$ cat config.mk
export PLATFORM = sky130hd
export DESIGN_NAME = dmac_top
export DESIGN_NICKNAME = d
export VERILOG_FILES = /design/src/hdl/dmac_pkg.sv /design/src/hdl/dmac_regs.sv /design/src/hdl/dmac_read.sv /design/src/hdl/dmac_fifo.sv /design/src/hdl/dmac_write.sv /design/src/hdl/dmac_top.sv
export VERILOG_INCLUDE_DIRS = /design/src /design/src/hdl
export SDC_FILE = /design/constraint.sdc
export NUM_CORES = 1
export LEC_CHECK = 0
export ABC_CLOCK_PERIOD_IN_PS = 4300
export BUFFER_PORTS_ARGS = -buffer_cell sky130_fd_sc_hd__buf_4
export CELL_PAD_IN_SITES_DETAIL_PLACEMENT = 1
export CELL_PAD_IN_SITES_GLOBAL_PLACEMENT = 2
export CORE_UTILIZATION = 36
export CTS_CLUSTER_SIZE = 14
export DETAILED_ROUTE_END_ITERATION = 8
export PLACE_DENSITY_LB_ADDON = 0.3
export SLEW_MARGIN = 20
export SYNTH_ARGS = -nofsm -noshare
export SYNTH_HDL_FRONTEND = slang
export SYNTH_SLANG_ARGS = --single-unit
$ cat constraint.sdc
create_clock -name clk_i -period 4.3 [get_ports clk_i]
set_clock_uncertainty 0.2 [all_clocks]
set_input_delay 0.43 -clock clk_i [delete_from_list [all_inputs] [get_ports clk_i]]
set_output_delay 0.43 -clock clk_i [all_outputs]
set_load 0.01 [all_outputs]
$ cat src/hdl/dmac_consts.svh
`ifndef DMAC_CONSTS_SVH
`define DMAC_CONSTS_SVH

// Bus widths
`define DMAC_ADDR_WIDTH 32
`define DMAC_DATA_WIDTH 32

// Config fields, len n means n+1 beats
`define DMAC_LEN_BITS   8
`define DMAC_SIZE_BITS  3
`define DMAC_BURST_BITS 2

`define DMAC_CFG_LEN_LSB   0
`define DMAC_CFG_SIZE_LSB  8
`define DMAC_CFG_BURST_LSB 11

// Register map
`define DMAC_REG_SRC    32'h0000_0000
`define DMAC_REG_DST    32'h0000_0004
`define DMAC_REG_CONFIG 32'h0000_0008
`define DMAC_REG_VALID  32'h0000_000C

`define DMAC_FIFO_DEPTH 4
`define DMAC_CNT_BITS   ($clog2((`DMAC_FIFO_DEPTH) + 1))

`endif

$ cat src/hdl/dmac_pkg.sv
`include "dmac_consts.svh"

package dmac_pkg;

    typedef enum logic [`DMAC_BURST_BITS-1:0] {
        BURST_FIXED = 2'd0,
        BURST_INCR  = 2'd1
    } burst_e;

    typedef logic [`DMAC_DATA_WIDTH-1:0] word_t;

    // Address increment per beat, any non-FIXED burst counts as INCR
    function automatic logic [`DMAC_ADDR_WIDTH-1:0] addr_step(
        input burst_e                      burst,
        input logic [`DMAC_SIZE_BITS-1:0]  size
    );
        logic [`DMAC_ADDR_WIDTH-1:0] step;
        if (burst == BURST_FIXED) begin
            step = '0;
        end else begin
            step = `DMAC_ADDR_WIDTH'(1) << size;
        end
        return step;
    endfunction

endpackage

$ cat src/hdl/dmac_regs.sv
`timescale 1ns/1ps
`include "dmac_consts.svh"

module dmac_regs (
    input  logic                          clk_i,
    input  logic                          rst_ni,
    input  logic                          reg_we_i,
    input  logic [`DMAC_ADDR_WIDTH-1:0]   reg_addr_i,
    input  logic [`DMAC_DATA_WIDTH-1:0]   reg_wdata_i,
    input  logic                          done_i,
    output logic                          start_o,
    output logic                          busy_o,
    output logic [`DMAC_ADDR_WIDTH-1:0]   src_addr_o,
    output logic [`DMAC_ADDR_WIDTH-1:0]   dst_addr_o,
    output logic [`DMAC_LEN_BITS-1:0]     len_o,
    output logic [`DMAC_SIZE_BITS-1:0]    size_o,
    output dmac_pkg::burst_e              burst_o
);

    logic start_q;
    logic busy_q;
    logic start_set;
    logic cfg_we;

    // Config registers are frozen while a transfer runs
    assign cfg_we    = reg_we_i && !busy_o;
    assign start_set = cfg_we && (reg_addr_i == `DMAC_REG_VALID) && reg_wdata_i[0];

    always_ff @(posedge clk_i) begin
        if (!rst_ni) begin
            start_q    <= 1'b0;
            busy_q     <= 1'b0;
            src_addr_o <= '0;
            dst_addr_o <= '0;
            len_o      <= '0;
            size_o     <= '0;
            burst_o    <= dmac_pkg::BURST_FIXED;
        end else begin
            start_q <= start_set;
            if (start_set) begin
                busy_q <= 1'b1;
            end else if (done_i) begin
                busy_q <= 1'b0;
            end
            if (cfg_we && reg_addr_i == `DMAC_REG_SRC) begin
                src_addr_o <= reg_wdata_i;
            end
            if (cfg_we && reg_addr_i == `DMAC_REG_DST) begin
                dst_addr_o <= reg_wdata_i;
            end
            if (cfg_we && reg_addr_i == `DMAC_REG_CONFIG) begin
                len_o   <= reg_wdata_i[`DMAC_CFG_LEN_LSB +: `DMAC_LEN_BITS];
                size_o  <= reg_wdata_i[`DMAC_CFG_SIZE_LSB +: `DMAC_SIZE_BITS];
                burst_o <= dmac_pkg::burst_e'(reg_wdata_i[`DMAC_CFG_BURST_LSB +: `DMAC_BURST_BITS]);
            end
        end
    end

    assign start_o = start_q;
    // Drops in the done cycle itself
    assign busy_o  = busy_q && !done_i;

    done_while_busy_a: assert property (@(posedge clk_i) disable iff (!rst_ni)
        done_i |-> busy_q);

endmodule

$ cat src/hdl/dmac_read.sv
`timescale 1ns/1ps
`include "dmac_consts.svh"

module dmac_read (
    input  logic                          clk_i,
    input  logic                          rst_ni,
    input  logic                          start_i,
    input  logic [`DMAC_ADDR_WIDTH-1:0]   src_addr_i,
    input  logic [`DMAC_LEN_BITS-1:0]     len_i,
    input  logic [`DMAC_SIZE_BITS-1:0]    size_i,
    input  dmac_pkg::burst_e              burst_i,
    input  logic [`DMAC_CNT_BITS-1:0]     fifo_count_i,
    input  logic                          rd_valid_i,
    input  dmac_pkg::word_t               rd_data_i,
    output logic                          rd_req_o,
    output logic [`DMAC_ADDR_WIDTH-1:0]   rd_addr_o,
    output logic                          push_o,
    output dmac_pkg::word_t               push_data_o
);

    localparam int CW = `DMAC_CNT_BITS;
    localparam logic [CW:0] MAX_CREDITS = `DMAC_FIFO_DEPTH;

    logic [`DMAC_LEN_BITS-1:0]   remaining_q;
    logic [CW-1:0]               outstanding_q;
    logic [CW:0]                 credits;
    logic                        issue;
    logic                        req_next;
    logic                        req_q;
    logic [`DMAC_ADDR_WIDTH-1:0] addr_q;

    // In-flight requests plus beats already parked in the FIFO
    assign credits  = {1'b0, outstanding_q} + {1'b0, fifo_count_i};
    assign issue    = (remaining_q != '0) && (credits < MAX_CREDITS);
    assign req_next = start_i || issue;

    always_ff @(posedge clk_i) begin
        if (!rst_ni) begin
            req_q         <= 1'b0;
            remaining_q   <= '0;
            outstanding_q <= '0;
        end else begin
            req_q         <= req_next;
            outstanding_q <= outstanding_q + CW'(req_next) - CW'(rd_valid_i);
            // First beat goes out with start, len more to follow
            if (start_i) begin
                remaining_q <= len_i;
            end else if (issue) begin
                remaining_q <= remaining_q - 1'b1;
            end
        end
    end

    always_ff @(posedge clk_i) begin
        if (start_i) begin
            addr_q <= src_addr_i;
        end else if (issue) begin
            addr_q <= addr_q + dmac_pkg::addr_step(burst_i, size_i);
        end
    end

    assign rd_req_o  = req_q;
    assign rd_addr_o = addr_q;

    // Returned beats go straight into the FIFO so credits stay balanced
    assign push_o      = rd_valid_i;
    assign push_data_o = rd_data_i;

    credit_limit_a: assert property (@(posedge clk_i) disable iff (!rst_ni)
        credits <= MAX_CREDITS);

    rd_valid_expected_a: assert property (@(posedge clk_i) disable iff (!rst_ni)
        rd_valid_i |-> outstanding_q != '0);

endmodule

$ cat src/hdl/dmac_fifo.sv
`timescale 1ns/1ps
`include "dmac_consts.svh"

module dmac_fifo #(
    parameter type         T     = dmac_pkg::word_t,
    parameter int unsigned DEPTH = `DMAC_FIFO_DEPTH
) (
    input  logic                         clk_i,
    input  logic                         rst_ni,
    input  logic                         push_i,
    input  T                             push_data_i,
    input  logic                         pop_i,
    output T                             pop_data_o,
    output logic                         empty_o,
    output logic [$clog2(DEPTH+1)-1:0]   count_o
);

    localparam int PW = (DEPTH > 1) ? $clog2(DEPTH) : 1;
    localparam int CW = $clog2(DEPTH + 1);
    localparam logic [PW-1:0] LAST = PW'(DEPTH - 1);

    T              mem_q [DEPTH];
    logic [PW-1:0] wr_ptr_q;
    logic [PW-1:0] rd_ptr_q;
    logic [CW-1:0] count_q;
    logic          full;

    assign full = (count_q == CW'(DEPTH));

    always_ff @(posedge clk_i) begin
        if (!rst_ni) begin
            wr_ptr_q <= '0;
            rd_ptr_q <= '0;
            count_q  <= '0;
        end else begin
            if (push_i) begin
                wr_ptr_q <= (wr_ptr_q == LAST) ? '0 : wr_ptr_q + 1'b1;
            end
            if (pop_i) begin
                rd_ptr_q <= (rd_ptr_q == LAST) ? '0 : rd_ptr_q + 1'b1;
            end
            count_q <= count_q + CW'(push_i) - CW'(pop_i);
        end
    end

    always_ff @(posedge clk_i) begin
        if (push_i) begin
            mem_q[wr_ptr_q] <= push_data_i;
        end
    end

    // Head entry is visible without a read cycle
    assign pop_data_o = mem_q[rd_ptr_q];
    assign empty_o    = (count_q == '0);
    assign count_o    = count_q;

    no_overflow_a: assert property (@(posedge clk_i) disable iff (!rst_ni)
        push_i |-> !full);

    no_underflow_a: assert property (@(posedge clk_i) disable iff (!rst_ni)
        pop_i |-> !empty_o);

endmodule

$ cat src/hdl/dmac_write.sv
`timescale 1ns/1ps
`include "dmac_consts.svh"

module dmac_write (
    input  logic                          clk_i,
    input  logic                          rst_ni,
    input  logic                          start_i,
    input  logic [`DMAC_ADDR_WIDTH-1:0]   dst_addr_i,
    input  logic [`DMAC_LEN_BITS-1:0]     len_i,
    input  logic [`DMAC_SIZE_BITS-1:0]    size_i,
    input  dmac_pkg::burst_e              burst_i,
    input  logic                          fifo_empty_i,
    input  dmac_pkg::word_t               fifo_data_i,
    output logic                          pop_o,
    output logic                          wr_en_o,
    output logic [`DMAC_ADDR_WIDTH-1:0]   wr_addr_o,
    output dmac_pkg::word_t               wr_data_o,
    output logic                          done_o
);

    logic [`DMAC_LEN_BITS:0]     beats_q;
    logic [`DMAC_ADDR_WIDTH-1:0] addr_q;
    logic                        wr_en_q;
    logic                        last_q;
    logic                        done_q;
    logic                        pop;

    assign pop = !fifo_empty_i && (beats_q != '0);

    always_ff @(posedge clk_i) begin
        if (!rst_ni) begin
            beats_q <= '0;
            wr_en_q <= 1'b0;
            last_q  <= 1'b0;
            done_q  <= 1'b0;
        end else begin
            if (start_i) begin
                beats_q <= {1'b0, len_i} + 1'b1;
            end else if (pop) begin
                beats_q <= beats_q - 1'b1;
            end
            wr_en_q <= pop;
            // Marks the final write, done follows a cycle later
            last_q  <= pop && (beats_q == 1);
            done_q  <= last_q;
        end
    end

    always_ff @(posedge clk_i) begin
        if (start_i) begin
            addr_q <= dst_addr_i;
        end else if (pop) begin
            addr_q <= addr_q + dmac_pkg::addr_step(burst_i, size_i);
        end
        if (pop) begin
            wr_addr_o <= addr_q;
            wr_data_o <= fifo_data_i;
        end
    end

    assign pop_o   = pop;
    assign wr_en_o = wr_en_q;
    assign done_o  = done_q;

endmodule

$ cat src/hdl/dmac_top.sv
`timescale 1ns/1ps
`include "dmac_consts.svh"

module dmac_top (
    input  logic                          clk_i,
    input  logic                          rst_ni,
    input  logic                          reg_we_i,
    input  logic [`DMAC_ADDR_WIDTH-1:0]   reg_addr_i,
    input  logic [`DMAC_DATA_WIDTH-1:0]   reg_wdata_i,
    input  logic                          rd_valid_i,
    input  dmac_pkg::word_t               rd_data_i,
    output logic                          rd_req_o,
    output logic [`DMAC_ADDR_WIDTH-1:0]   rd_addr_o,
    output logic                          wr_en_o,
    output logic [`DMAC_ADDR_WIDTH-1:0]   wr_addr_o,
    output dmac_pkg::word_t               wr_data_o,
    output logic                          done_o,
    output logic                          busy_o
);

    logic                        start;
    logic [`DMAC_ADDR_WIDTH-1:0] src_addr;
    logic [`DMAC_ADDR_WIDTH-1:0] dst_addr;
    logic [`DMAC_LEN_BITS-1:0]   len;
    logic [`DMAC_SIZE_BITS-1:0]  size;
    dmac_pkg::burst_e            burst;
    logic                        push;
    dmac_pkg::word_t             push_data;
    logic                        pop;
    dmac_pkg::word_t             pop_data;
    logic                        fifo_empty;
    logic [`DMAC_CNT_BITS-1:0]   fifo_count;

    dmac_regs u_regs (
        .clk_i       (clk_i),
        .rst_ni      (rst_ni),
        .reg_we_i    (reg_we_i),
        .reg_addr_i  (reg_addr_i),
        .reg_wdata_i (reg_wdata_i),
        .done_i      (done_o),
        .start_o     (start),
        .busy_o      (busy_o),
        .src_addr_o  (src_addr),
        .dst_addr_o  (dst_addr),
        .len_o       (len),
        .size_o      (size),
        .burst_o     (burst)
    );

    dmac_read u_read (
        .clk_i        (clk_i),
        .rst_ni       (rst_ni),
        .start_i      (start),
        .src_addr_i   (src_addr),
        .len_i        (len),
        .size_i       (size),
        .burst_i      (burst),
        .fifo_count_i (fifo_count),
        .rd_valid_i   (rd_valid_i),
        .rd_data_i    (rd_data_i),
        .rd_req_o     (rd_req_o),
        .rd_addr_o    (rd_addr_o),
        .push_o       (push),
        .push_data_o  (push_data)
    );

    dmac_fifo #(
        .T     (dmac_pkg::word_t),
        .DEPTH (`DMAC_FIFO_DEPTH)
    ) u_fifo (
        .clk_i       (clk_i),
        .rst_ni      (rst_ni),
        .push_i      (push),
        .push_data_i (push_data),
        .pop_i       (pop),
        .pop_data_o  (pop_data),
        .empty_o     (fifo_empty),
        .count_o     (fifo_count)
    );

    dmac_write u_write (
        .clk_i        (clk_i),
        .rst_ni       (rst_ni),
        .start_i      (start),
        .dst_addr_i   (dst_addr),
        .len_i        (len),
        .size_i       (size),
        .burst_i      (burst),
        .fifo_empty_i (fifo_empty),
        .fifo_data_i  (pop_data),
        .pop_o        (pop),
        .wr_en_o      (wr_en_o),
        .wr_addr_o    (wr_addr_o),
        .wr_data_o    (wr_data_o),
        .done_o       (done_o)
    );

endmodule

# Word-level counts from Yosys, hierarchy flattened
# Memory sizes are Yosys's and may differ from the RTL's. A register that Yosys moved wholly into a read port is not among the register bits.
# Cells that the tools add are included.
# classes
addsub,12
order_cmp,1
eq_ne,6
n_shift,1
mux,19
reduce_logical,22
# op_table
op,count
two-way mux 32 bit,9
adder 32 bit,2
"== test 32 x 4 -> 1 bit, second input constant",2
"== test 32 x 3 -> 1 bit, second input constant",1
zero test 32 bit,1
"left shift 1 x 3 -> 32 bit, first input constant",1
two-way mux 9 bit,2
two-way mux 8 bit,2
logical AND 1 bit,10
"adder 8 x 1 -> 9 bit, second input constant",1
"== test 9 x 1 -> 1 bit, second input constant",1
nonzero test 9 bit,1
"subtractor 9 x 1 -> 9 bit, second input constant",1
nonzero test 8 bit,1
"subtractor 8 x 1 -> 8 bit, second input constant",1
adder 3 x 1 -> 3 bit,2
nonzero test 2 bit,3
subtractor 3 x 1 -> 3 bit,2
"adder 2 x 1 -> 2 bit, second input constant",2
adder 3 x 3 -> 4 bit,1
"== test 2 bit, second input constant",2
"less-than comparator 4 x 3 -> 1 bit, second input constant",1
two-way mux 1 bit,4
two-way mux 2 bit,2
4 further kinds,6
# word_totals
ff_bits,206
ramBits,128
output_inout_bits,100
elab_cells,82
n_memories,1
# memory_table
name,words,word_bits,read_ports,rd_clocked_by_memory_dff,wr,line,text
u_fifo.mem_q,4,32,1,1,1,dmac_fifo.sv:22,T mem_q [DEPTH];

# Depth between registers and ports, before layout
# logic_depth
ltp_word,8
mapped_depth,13

# Modules after synthesis
# From an unflattened synthesis, not the netlist that was laid out.
# hier_totals
cells_unflattened,1259
area_unflattened_um2,16384.5
# modules_own_cells
module,instances,cells_per_inst,area_per_inst_um2,seq_area_each_um2
dmac_fifo,1,209,5102.4,4023.9
dmac_write,1,396,4953.5,3123.0
dmac_read,1,344,3215.6,1201.2
dmac_regs,1,310,3113.0,1581.5

# Least setup slack after synthesis
# No wires, ideal clock.
# synth_timing
kind,register to register
from,register u_write.beats_q[0]
to,"register u_fifo.count_q[2], in the netlist u_fifo.count_o[2]"
setup_ns,0.115
arrival_time_ns,4.065
slack_ns,-0.080
path_stages_with_launch,11
path_buffers,0
cell_sequence,dfxtp_1 -> inv_1 -> ha_1 -> a21oi_2 -> ha_1 -> inv_1 -> ha_1 -> fa_1 -> xnor2_1 -> xnor2_1 -> and2_1
# synth_between
elab_chain_cells,3
# synth_rtl
item,line,text
start: declaration,dmac_write.sv:21,logic [`DMAC_LEN_BITS:0] beats_q;
start signal: assignment,dmac_write.sv:38,"beats_q <= {1'b0, len_i} + 1'b1;"
start signal: assignment,dmac_write.sv:40,beats_q <= beats_q - 1'b1;
nonzero test 9 bit,dmac_write.sv:28,assign pop = !fifo_empty_i && (beats_q != '0);
logical AND 1 bit,dmac_write.sv:28,
via pop,dmac_top.sv:29,logic pop;
subtractor 3 x 1 -> 3 bit,dmac_fifo.sv:42,count_q <= count_q + CW'(push_i) - CW'(pop_i);
end signal: assignment,dmac_fifo.sv:42,
end: declaration,dmac_fifo.sv:25,logic [CW-1:0] count_q;
# The timed path passes the listed nets, and every way through them passes these cells.
# A chain may end at the register's enable or synchronous reset.

# Worst setup path in the final report
# layout_timing
from,register u_regs.size_o[2]
to,"register u_read.addr_q[14], in the netlist u_read.rd_addr_o[14], data pin"
# layout_between
elab_chain_cells,7
# layout_rtl
item,line,text
start: declaration,dmac_regs.sv:16,"output logic [`DMAC_SIZE_BITS-1:0] size_o,"
start signal: assignment,dmac_regs.sv:53,size_o <= reg_wdata_i[`DMAC_CFG_SIZE_LSB +: `DMAC_SIZE_BITS];
left shift 1 x 3 -> 32 bit (no source line),n/a,
two-way mux 32 bit,dmac_pkg.sv:18,if (burst == BURST_FIXED) begin
two-way mux 32 bit,dmac_read.sv:57,end else if (issue) begin
two-way mux 32 bit,dmac_read.sv:55,if (start_i) begin
adder 32 bit,dmac_read.sv:58,"addr_q <= addr_q + dmac_pkg::addr_step(burst_i, size_i);"
two-way mux 32 bit,dmac_read.sv:57,
two-way mux 32 bit,dmac_read.sv:55,
end signal: assignment,dmac_read.sv:56,addr_q <= src_addr_i;
end signal: assignment,dmac_read.sv:58,
end: declaration,dmac_read.sv:30,logic [`DMAC_ADDR_WIDTH-1:0] addr_q;
# Every way passes these cells. The select of a mux whose other input is x is not followed.

==> results.ini <==
[power]
p_per_area_nw_per_um2 = 581
p_int_mw = 8.25
p_leak_nw = 7.08
power.share.clock_pct = 31.0
pwr-share-comb_pct = 23.9
peakVddDrop_mv = 0.394
swShare_pct = 29.7
power_mw = 11.7
power_switching_mw = 3.48
p_seq_share_pct = 45.1

[min_path]
hold_path_class = in2reg

[timing]
hold_violations = 0
slew_headroom_pct = 32.5
setup_viol = 0
min_period_ns = 3.68
tns_ns = 0
finalCritPeriodShare_pct = 85.7
fmaxAchievable_mhz = 271
worst_pin_slew_ns = 1.01
rsz0062_at_grt = false
drv_slew = 0

[worst_setup_path]
endpoint = u_read.rd_addr_o[14]
slowest_stage = or4b_1
rr_worst_depth = 11
crit_chain = o21bai_1 -> nor3_1 -> ha_1 -> ha_1 -> a31oi_1 -> a221oi_2 -> a211oi_1 -> o21a_1 -> buf_4 -> or4b_1 -> a31oi_1
rr_endpoint = u_read.rd_addr_o[14]
arrival_ns = 3.89
cp.depth = 11
crit_path_start = u_regs.size_o[2]
cp_slowest_stage_delay_ns = 0.49
r2r_start = u_regs.size_o[2]
crit_required_ns = 4.51
end_kind = register
path_class = reg2reg
critPathTopFamily = compound AO/OA/AOI/OAI gates
cp-start-kind = register
path_buf_inv = 1
r2r_setup_slack_ns = 0.62
cp_max_fo = 17

[placed_design]
port_buffers = 199
placed_cell_area_um2 = 18100
dp_hpwl_um = 28200
dpl.cell_count = 2039
gp_congestion = 0.814

[global_routing]
antenna_found_initial = 0
grt_pass1_wl_um = 67100
grt_usage_pct = 19.3
grt_overflow = 0
grt_max_degree = 110
grt_pass1_vias = 11900

[logic_synthesis]
async_reset_ff_share_pct = 0
yosysWarnings = 0
synth_ff_type = edfxtp_1
synth-seq-area-share_pct = 61.8
synth_fp_nets = 1427
avgSynthCellArea_um2 = 12.3
synth_seq_cells = 366
synth_edf_count = 256
postSynthCellCount = 1301
netlist_area_um2 = 16000
synth.distinct_cells = 74

[drt]
drt_iter0_drc = 611
vias_per_cell = 5.14
vias = 11200
route.detailed.drc = 0
final_antenna_net_count = 0
wirelength_um = 42900
avgRoutedWirePerCell_um = 19.7
drt_first_pass_iters = 5

[layout]
final_cell_area_um2 = 20200
synthToLayoutAreaGrowth_pct = 26.1
num_antenna_cells = 0
final_util_pct = 46.4
drive_above_1_share_pct = 21.4
nNetsFinal = 1689
fin_cells = 2176

[die]
die_x_um = 213
rows = 76
initial_utilization_pct = 36.8
core_um2 = 43500
die_h_um = 213
ioPinCount = 200
die_area_um2 = 45300

[cts]
clk_path_buf_depth = 3
holdBufCountCts = 66
root_buffer = clkbuf_16
cts_setup_buffers = 0
htreeDepth = 2
cts_inserted_buffers = 41
post_cts_resized = 0
clock_latency_ns = 0.58
cts_sinks = 366
clk_pin_slew_worst_paths_ns = 0.06
cts_tree = yes

[job]
drv_cap = 0

[outcome]
status = finished clean

==> area by class of cell <==
class                           instances  area, µm²
Fill cell                            4518      23300
Tap cell                              585        732
Clock buffer                           55       1190
Timing Repair Buffer                  286       2310
Clock inverter                         16        201
Multi-Input combinational cell        841       5750
Inverter                               27        101
Sequential cell                       366       9890
==> sequential cells by signal, indices dropped and copies added (netlist names), 3 cells and up <==
| signal | count |
|---|---|
| u_fifo.count_o | 3 |
| u_fifo.mem_q | 128 |
| u_read.outstanding_q | 3 |
| u_read.rd_addr_o | 32 |
| u_read.remaining_q | 8 |
| u_regs.dst_addr_o | 32 |
| u_regs.len_o | 8 |
| u_regs.size_o | 3 |
| u_regs.src_addr_o | 32 |
| u_write.addr_q | 32 |
| u_write.beats_q | 9 |
| u_write.wr_addr_o | 32 |
| u_write.wr_data_o | 32 |
==> cell usage in the layout (no fill, tap or decap), types with 7 or more instances in the layout <==
cell           instances
nand3_1               27
xor2_1                23
nand4_1                9
o21ai_1               19
o211ai_1               7
mux2_2                10
buf_4                220
nor4_1                13
inv_1                 25
nor2_1                33
o31ai_1               14
and3_1                21
mux4_2                32
xnor2_1               45
nand2_1              241
a31oi_1               17
edfxtp_1             256
and2_1                26
dlygate4sd3_1         66
o2111ai_1              8
clkbuf_16             44
a21boi_0              57
o21ai_0               40
a211oi_1               7
ha_1                  24
a21oi_1               21
nor3_1                10
dfxtp_1              108
or3_1                 10
or4_1                 19
a21boi_1              22
nor2b_1               10
==> worst min-delay path: cells and delay by family <==
family        cells  cell delay (ns)
simple gates      3             0.32
buf+inv           1             0.09
==> how the worst min path moves through the flow <==
stage,from,to,slack [ns],depth (start not counted)
detailed placement,u_write.last_q,u_write.done_o,0.22,1
finish,reg_addr_i[10],u_regs.start_o,0.11,4
global placement,u_write.last_q,u_write.done_o,0.22,1
CTS,reg_addr_i[10],u_regs.start_o,0.08,4
floorplan,u_write.last_q,u_write.done_o,0.21,1
global route,reg_addr_i[10],u_regs.start_o,0.12,4
==> cell families after synthesis <==
logic type | synth area share [%]
AO/OA/AOI/OAI | 11.4
XOR/XNOR | 3.72
adder cells (fa/ha/maj) | 2.13
buffers and inverters | 2.40
AND/OR/NAND/NOR | 13.1
multiplexers | 5.46
flip-flops | 61.8
==> routing by layer <==
layer	part of all wire (%)	vias up	GRT usage (%)
met5	0	-	0
met4	2.4	0	6.15
met3	6.4	68	5.02
met2	48	234	32.2
met1	43	5550	24.3
li1	-	5325	-
==> synth_stat cells, types with 22 or more instances <==
| cell | count | area, µm² |
|---|---|---|
| a21boi_0 | 57 | 428 |
| a21boi_1 | 22 | 165 |
| and2_1 | 26 | 163 |
| clkbuf_1 | 54 | 203 |
| dfxtp_1 | 110 | 2200 |
| edfxtp_1 | 256 | 7690 |
| ha_1 | 24 | 300 |
| inv_1 | 25 | 93.8 |
| mux4_2 | 32 | 721 |
| nand2_1 | 241 | 905 |
| nand3_1 | 27 | 135 |
| nor2_1 | 34 | 128 |
| o21ai_0 | 40 | 200 |
| xnor2_1 | 45 | 394 |
| xor2_1 | 23 | 201 |
==> through the flow <==
| step | setup WS, ns | hold WS [ns] |
|---|---|---|
| after floorplan | 0.644 | 0.212 |
| after global placement | 0.723 | 0.225 |
| after detailed placement | 0.604 | 0.223 |
| after CTS | 0.557 | 0.0789 |
| after global routing | 0.311 | 0.118 |
| final | 0.616 | 0.108 |
==> power by group through the flow <==
stage	registers, mW	clock network [mW]	logic, mW
2_1_floorplan	5.34	0	1.51
3_3_place_gp	5.36	0	2.72
3_5_place_dp	5.37	0	2.81
4_1_cts	5.32	3.73	2.88
5_1_grt	5.39	3.85	3.12
6_report	5.29	3.63	2.80
Power figures use the tool's default switching activity.
